==> src/leaf_pkg.sv <==
`default_nettype none

package leaf_pkg;

    localparam int PACKET_BITS    = 49;
    localparam int PAYLOAD_BITS   = 32;
    localparam int NUM_LEAF_BITS  = 5;
    localparam int NUM_PORT_BITS  = 4;
    localparam int NUM_ADDR_BITS  = 7;
    localparam int NUM_IN_PORTS   = 4;
    localparam int NUM_OUT_PORTS  = 7;
    localparam int OUT_PORT_BITS  = 3;   // index into the output ports
    localparam int QUEUE_DEPTH    = 16;
    localparam int QUEUE_PTR_BITS = 4;
    localparam int CONFIG_PORT    = 15;

    // payload fields of a configuration packet
    localparam int CFG_EN_BIT     = 31;
    localparam int CFG_LEAF_LSB   = 4;
    localparam int CFG_PORT_LSB   = 0;

    typedef logic [PAYLOAD_BITS-1:0] user_word_t;

    typedef struct packed {
        logic                     vld;
        logic [NUM_LEAF_BITS-1:0] leaf;
        logic [NUM_PORT_BITS-1:0] port;
        logic [NUM_ADDR_BITS-1:0] addr;    // source output port, or route index in config
        user_word_t               payload;
    } bft_packet_t;

    typedef struct packed {
        logic                     en;
        logic [NUM_LEAF_BITS-1:0] leaf;
        logic [NUM_PORT_BITS-1:0] port;
    } route_t;

    typedef struct packed {
        logic [OUT_PORT_BITS-1:0] src;
        user_word_t               word;
    } out_word_t;

endpackage

`default_nettype wire

==> src/user_kernel.sv <==
`timescale 1ns/1ps
`default_nettype none

module user_kernel (
    input  wire                                 clk,
    input  wire                                 reset,
    input  leaf_pkg::user_word_t                dout_leaf_interface2user [leaf_pkg::NUM_IN_PORTS],
    input  wire [leaf_pkg::NUM_IN_PORTS-1:0]    vld_interface2user,
    output logic [leaf_pkg::NUM_IN_PORTS-1:0]   ack_user2interface,
    output leaf_pkg::user_word_t                din_leaf_user2interface [leaf_pkg::NUM_OUT_PORTS],
    output logic [leaf_pkg::NUM_OUT_PORTS-1:0]  vld_user2interface,
    input  wire [leaf_pkg::NUM_OUT_PORTS-1:0]   ack_interface2user
);
    import leaf_pkg::*;

    logic [NUM_OUT_PORTS-1:0] snd_rel_q;   // sender waits for ack low
    logic [NUM_OUT_PORTS-1:0] snd_idle;
    logic [NUM_OUT_PORTS-1:0] start;
    user_word_t               start_data [NUM_OUT_PORTS];
    user_word_t               count_q [NUM_OUT_PORTS-NUM_IN_PORTS];
    logic [NUM_OUT_PORTS-NUM_IN_PORTS-1:0] cnt_pend_q;
    logic [NUM_IN_PORTS-1:0]  busy;
    logic [NUM_IN_PORTS-1:0]  accept;

    always_comb begin
        snd_idle = ~vld_user2interface & ~snd_rel_q;
        for (int i = 0; i < NUM_IN_PORTS; i++) begin
            busy[i] = !snd_idle[i];
        end
        for (int i = 0; i < NUM_OUT_PORTS - NUM_IN_PORTS; i++) begin
            busy[i] = busy[i] || cnt_pend_q[i] || !snd_idle[NUM_IN_PORTS+i];
        end
        for (int i = 0; i < NUM_IN_PORTS; i++) begin
            accept[i]     = vld_interface2user[i] && !ack_user2interface[i] && !busy[i];
            start[i]      = accept[i];
            start_data[i] = dout_leaf_interface2user[i] + 1'b1;
        end
        // count goes out once the data result is through
        for (int i = 0; i < NUM_OUT_PORTS - NUM_IN_PORTS; i++) begin
            start[NUM_IN_PORTS+i]      = cnt_pend_q[i] && snd_idle[i];
            start_data[NUM_IN_PORTS+i] = count_q[i];
        end
    end

    always_ff @(posedge clk) begin
        for (int k = 0; k < NUM_OUT_PORTS; k++) begin
            if (start[k]) begin
                din_leaf_user2interface[k] <= start_data[k];
            end
        end
    end

    always_ff @(posedge clk) begin
        if (reset) begin
            vld_user2interface <= '0;
            snd_rel_q          <= '0;
            ack_user2interface <= '0;
            cnt_pend_q         <= '0;
            for (int i = 0; i < NUM_OUT_PORTS - NUM_IN_PORTS; i++) begin
                count_q[i] <= '0;
            end
        end else begin
            for (int k = 0; k < NUM_OUT_PORTS; k++) begin
                if (start[k]) begin
                    vld_user2interface[k] <= 1'b1;
                end else if (vld_user2interface[k] && ack_interface2user[k]) begin
                    vld_user2interface[k] <= 1'b0;
                    snd_rel_q[k]          <= 1'b1;
                end else if (snd_rel_q[k] && !ack_interface2user[k]) begin
                    snd_rel_q[k] <= 1'b0;
                end
            end
            for (int i = 0; i < NUM_IN_PORTS; i++) begin
                if (accept[i]) begin
                    ack_user2interface[i] <= 1'b1;
                end else if (ack_user2interface[i] && !vld_interface2user[i]) begin
                    ack_user2interface[i] <= 1'b0;
                end
            end
            for (int i = 0; i < NUM_OUT_PORTS - NUM_IN_PORTS; i++) begin
                if (accept[i]) begin
                    count_q[i]    <= count_q[i] + 1'b1;
                    cnt_pend_q[i] <= 1'b1;
                end else if (start[NUM_IN_PORTS+i]) begin
                    cnt_pend_q[i] <= 1'b0;
                end
            end
        end
    end

endmodule

`default_nettype wire

==> config.mk <==
export PLATFORM = sky130hd
export DESIGN_NAME = user_kernel
export DESIGN_NICKNAME = d
export VERILOG_FILES = /design/src/leaf_pkg.sv /design/src/user_kernel.sv
export SDC_FILE = /design/constraint.sdc
export NUM_CORES = 1
export LEC_CHECK = 0
export BUFFER_PORTS_ARGS = -buffer_cell sky130_fd_sc_hd__buf_2
export CAP_MARGIN = 20
export CELL_PAD_IN_SITES_DETAIL_PLACEMENT = 0
export CELL_PAD_IN_SITES_GLOBAL_PLACEMENT = 1
export CORE_AREA = 5 5 194 196
export DETAILED_ROUTE_END_ITERATION = 8
export DIE_AREA = 0 0 199 201
export GPL_TIMING_DRIVEN = 0
export PLACE_DENSITY = 0.76
export RECOVER_POWER = 50
export SKIP_CTS_REPAIR_TIMING = 1
export SLEW_MARGIN = 20
export SYNTH_ARGS = -nofsm -noshare
export SYNTH_HDL_FRONTEND = slang
export SYNTH_SLANG_ARGS = --single-unit
==> constraint.sdc <==
create_clock -name clk -period 5.71 [get_ports clk]
set_input_delay 1.142 -clock clk [delete_from_list [all_inputs] [get_ports clk]]
set_output_delay 1.142 -clock clk [all_outputs]
set_load 0.02 [all_outputs]
==> results of run 1 <==
power groups by stage:
stage	logic (µW)	registers [µW]	clock network, µW
2_1_floorplan	356	3590	0
3_3_place_gp	940	3430	0
3_5_place_dp	972	3430	0
4_1_cts	976	3380	2470
5_1_grt	1020	3420	2580
6_report	940	3380	2400
final cells by class:
class	count	area, µm²
clock inverters	24	226
plain buffers	21	91.3
flip-flops and latches	341	10000
diodes	3	7.51
fillers	3208	17400
multi-input cells	744	4610
well taps	468	586
inverters	27	101
clock buffers	45	998
repair buffers	381	1890
sequential cells by signal (all words and copies together) (netlist names):
signal                   flops
vld_user2interface           7
count_q                     96
cnt_pend_q                   3
snd_rel_q                    7
din_leaf_user2interface    224
ack_user2interface           4
metrics by stage:
| stage | setup WS (ps) | utilization (%) | std cells |
|---|---|---|---|
| after floorplan | 669 | - | 1133 |
| after global placement | -812 | 48.1 | 1974 |
| after detailed placement | 2020 | 48.4 | 1982 |
| after CTS | 2590 | 51.8 | 2051 |
| after global routing | 2540 | 51.6 | 2053 |
| final | 2730 | 51.6 | 2054 |
worst max path at each step:
| stage | start | end | slack, ps | depth (start not counted) |
|---|---|---|---|---|
| detailed placement | vld_interface2user[0] | count_q[0][86] | 2020 | 7 |
| global placement | vld_interface2user[3] | din_leaf_user2interface[124] | -810 | 2 |
| CTS | vld_interface2user[0] | count_q[0][86] | 2590 | 7 |
| global route | vld_interface2user[0] | count_q[0][33] | 2540 | 7 |
| floorplan | vld_interface2user[3] | din_leaf_user2interface[100] | 670 | 1 |
| finish | vld_interface2user[0] | count_q[0][86] | 2730 | 7 |
kinds of logic after synthesis:
group	share of synthesized area [%]
AOI/OAI and AO/OA	1.19
xor gates and xnor gates	12.0
adders and majority gates	0.591
buffers and inverters	1.30
DFF	67.7
and+or+nand+nor	17.3
cells in the final DEF, fill, tap and decap left out, drive strengths merged, types with 2 or more instances in the layout:
master and count:
nor4 21, nand2b 10, nor2b 3, or2 2, buf 371, inv 28, dfxtp 21, edfxtp 320
nor3b 4, or4 3, and4 14, nand2 84, and3 41, xor2 82, or3 7, bufinv 4
diode 3, nor3 18, o21ai 9, clkinvlp 3, nor2 139, clkinv 16, nand3 97, nand4 46
clkbuf 76, nor4b 3, xnor2 121, ha 7, a21oi 23, and2 7
metal layers:
layer,share of wire (%),routed length (µm)
met2,49,18000
met5,0.074,27
met3,8.9,3260
met1,40,14500
met4,1.8,663
critical path, cell delays in order:
cell and delay (ps):
buf_2 100, nand3_1 290, a31o_2 210, clkbuf_1 330, clkbuf_1 520, clkbuf_1 510, nor2_1 110
==> flow_summary.yaml, run 1 <==
outcome:
  outcome: "complete, but fails checks"
  failed_checks: "max-capacitance violations, max-slew violations"
grt:
  met3_usage_pct: 6.43
  grt.busiest_layer: "met2"
  grt_overflow_total: 0
  grtUsageTotal_pct: 17.9
  met1_usage_pct: 21.8
  grt_pass1_vias: 10400
  grt_pass1_wl_mm: 57.2
  grt_max_degree: 34
  use_met2_pct: 30.3
  antenna_found_initial: 5
pwr:
  total_power_uw: 6720
  p_switching_uw: 1830
  static-leakage-power_uw: 0.00695
  clkPwrFrac_pct: 35.7
  p_per_area_nw_per_um2: 362
  vdd_drop_max_v: 0.000244
  seqPwrFrac_pct: 50.3
  p_comb_share_pct: 14.0
  sw_frac_of_total_pct: 27.2
  p_int_uw: 4890
timing:
  worstMarginPinSlew_ps: 1640
  fmax_ghz: 0.336
  fin_setup_tns_ps: 0
  rsz0062_at_grt: "no"
  finalSetupViolCount: 0
  fin_skew_ps: 17.3
  fin_crit_sh_pct: 52.2
  finalMaxSlewViolations: 59
  hold_viol: 0
  post-route-min-period_ps: 2980
  max_slew_margin_pct: -9.49
  hold_slack_ps: 468
logic_synthesis:
  synth-edff-count: 320
  postSynthAreaPerCell_um2: 13.1
  syn_inst: 1133
  netlist_area_um2: 14800
  synth_cell_types: 40
  synth.top_cell.area_share_pct: 64.8
  ys_seq_area_share_pct: 67.7
  synthFlopType: "edfxtp_1"
  synth.top_cells.by_count: "edfxtp_1 (320), nor2_1 (139), xnor2_1 (121)"
  synthArstFlopShare_pct: 0
  yosysTopAreaCell: "edfxtp_1"
  ys_ff_latch: 341
  yosysWarnings: 0
  synth.most_common_cell: "edfxtp_1"
  synthesis.nets: 1281
  netlist_top_cells_area: "edfxtp_1 (65%), xnor2_1 (7.1%), xor2_1 (4.8%)"
route:
  drt_iter0_drc: 443
  dr_total_vias: 10200
  firstDrtPassIters: 5
  wl_mm: 36.4
  routed_via_density: 4.98
  wl_per_cell_um: 17.7
  drc: 0
  postRouteAntennaNets: 0
die:
  io_pins: 376
  die-area_um2: 40000
  die_w_um: 199
  row_count: 70
  dieHeight_um: 201
  initial_core_util_pct: 41.3
  core_um2: 35900
cts:
  cts_root_buf: "clkbuf_16"
  clk_pin_slew_ps: 60
  h-tree-depth: 2
  cts_sinks: 341
  numCtsBuffers: 38
  clock_path_buffers: 3
  cts_tree: "done"
  clock_latency_ps: 520
worst_setup_path:
  reg2reg_depth: 4
  cp_data_required_time_ps: 5960
  rrSetupSlack_ps: 2820
  cp_max_fo: 10
  cp-end-kind: "flip-flop"
  critPathLaunchType: "input pin"
  r2r-end: "count_q[0][15]"
  worstPathArrival_ps: 3230
  timing.rr.start: "cnt_pend_q[0]"
  worstSetupPathType: "in -> reg"
cells_and_area:
  layout-drive-gt1-share_pct: 28.2
  nets: 1702
  fin_area_um2: 18500
  area_growth_pct: 25.1
placed_design:
  place_hpwl_mm: 27.8
  gp_congestion: 0.830
  portBuffers: 373
  postPlaceCellArea_um2: 17400
hold_path:
  hold_path_end: "ack_user2interface[0]"
  hold_start: "ack_user2interface[0]"
  holdPathStages: 2
  hold_class: "reg -> reg"
flow_run:
  drv_cap: 2
Note: power is estimated with default switching activity, not from simulation.
==> inputs of run 2 (changes only) <==
==> constraint.sdc (replaced) <==
create_clock -name clk -period 3.05 [get_ports clk]
set_input_delay 0.61 -clock clk [delete_from_list [all_inputs] [get_ports clk]]
set_output_delay 0.61 -clock clk [all_outputs]
set_load 0.02 [all_outputs]
==> flow_summary.yaml, run 2 (synthesis gave the netlist of run 1 again) <==
outcome:
  outcome: "completed"
worst_setup_path:
  worstSetupStartpoint: "vld_user2interface[2]"
  worstSetupPathType: "reg -> reg"
  r2r-end: "count_q[0][86]"
  cp_max_fo: 10
  cp-end-kind: "flip-flop"
  cp_data_required_time_ps: 3300
  worstPathArrival_ps: 2960
  critPathLaunchType: "flip-flop"
  rrSetupSlack_ps: 340
  reg2reg_depth: 7
  timing.rr.start: "vld_user2interface[2]"
pwr:
  static-leakage-power_uw: 0.00661
  p_per_area_nw_per_um2: 681
  vdd_drop_max_v: 0.000502
timing:
  finalMaxSlewViolations: 0
  worstMarginPinSlew_ps: 1320
  finalSetupViolCount: 0
  fmax_ghz: 0.369
  fin_setup_tns_ps: 0
  rsz0062_at_grt: "no"
  max_slew_margin_pct: 12.0
  post-route-min-period_ps: 2710
  fin_skew_ps: 14.2
  fin_crit_sh_pct: 88.9
  timing.final.ws_setup_ps: 339
  hold_slack_ps: 326
  hold_viol: 0
route:
  wl_mm: 35.9
  wl_per_cell_um: 17.4
  firstDrtPassIters: 5
  drt_iter0_drc: 510
  routed_via_density: 4.97
  postRouteAntennaNets: 0
  drc: 0
  dr_total_vias: 10200
grt:
  antenna_found_initial: 7
  grt_pass1_vias: 10300
  grtUsageTotal_pct: 17.6
  grt_pass1_wl_mm: 56.4
  grt_max_degree: 34
  grt_overflow_total: 0
placed_design:
  portBuffers: 373
  dp_cells: 1979
  gp_congestion: 0.859
  place_hpwl_mm: 27.0
  dp_slack_ps: -83.6
  postPlaceCellArea_um2: 17400
hold_path:
  hold_path_end: "snd_rel_q[3]"
  holdPathStages: 3
  hold_start: "ack_interface2user[3]"
  hold_class: "in -> reg"
die:
  dieHeight_um: 201
  io_pins: 376
  die_w_um: 199
  row_count: 70
  core_um2: 35900
  die-area_um2: 40000
  initial_core_util_pct: 41.3
cts:
  clock_path_buffers: 3
  cts_root_buf: "clkbuf_16"
  cts_sinks: 341
  h-tree-depth: 2
  clk_pin_slew_ps: 60
  clock_latency_ps: 520
  cts_tree: "done"
  numCtsBuffers: 39
cells_and_area:
  fin_area_um2: 18400
  final_common_cell: "edfxtp_1"
  mostFrequentLayoutCells: "edfxtp_1 (320), buf_2 (235), clkbuf_1 (166)"
  instances_no_fill: 2056
  regMostFlops: "din_leaf_user2interface"
  num-fill-cells: 3287
  nets: 1700
  largest_reg_flops: 224
  area_growth_pct: 24.3
  layout-drive-gt1-share_pct: 20.2
  reg_top3: "din_leaf_user2interface: 224 flops, count_q: 96 flops"
flow_run:
  drv_cap: 0
==> run 2: cell count changes in the layout (fill, tap and decap cells not counted), moves of 3 or more <==
cell	previous run	this run
buf_2	369	235
clkbuf_1	36	166
clkinvlp_4	3	0
inv_6	1	4
==> run 2: worst max path at each step <==
stage               depth (start not counted)                            to  slack, ps
floorplan                                   1  din_leaf_user2interface[100]        140
global placement                            2   din_leaf_user2interface[96]       -690
detailed placement                          7                count_q[0][87]        -80
CTS                                         7                count_q[0][87]        150
global route                                7                count_q[0][87]         90
finish                                      7                count_q[0][86]        340
==> run 2: worst max-delay path, stage by stage, from the launching register on <==
cell and delay (ps):
dfxtp_1 380, nor2_1 90, nand3_1 310, a31o_2 210, clkbuf_1 330, clkbuf_1 520, clkbuf_1 500, nor2_1 100
==> run 2: layout make-up <==
cell class / instances / area, µm² / area share (%)
well taps: 468 / 586 / 3.18
plain buffers: 21 / 91.3 / 0.496
multi-input cells: 744 / 4620 / 25.0
clock inverters: 23 / 196 / 1.07
clock buffers: 49 / 1020 / 5.55
inverters: 27 / 101 / 0.550
flip-flops and latches: 341 / 10000 / 54.4
diodes: 5 / 12.5 / 0.0679
repair buffers: 378 / 1780 / 9.63
==> run 2: routing by layer <==
layer	share of wire, %	wire length [µm]	global-route usage (%)	vias to the layer above
met5	0.075	27	0	-
met4	1.9	677	4.62	4
met3	9.0	3240	6.53	48
met2	49	17500	29.4	305
met1	40	14400	21.5	4880
li1	-	-	-	4988
==> run 2: metrics by stage <==
step / utilization (%) / total power (µW)
floorplan: - / 7390
global placement: 48.1 / 8170
global route: 51.3 / 13100
CTS: 51.8 / 12700
finish: 51.3 / 12500
detailed placement: 48.4 / 8240
==> run 2: where the power goes <==
group,leakage (µW),switching (µW),internal (µW)
logic,0.00271,1220,520
clock network,0.000605,1830,2640
registers,0.00329,402,5920
total,0.00661,3460,9090
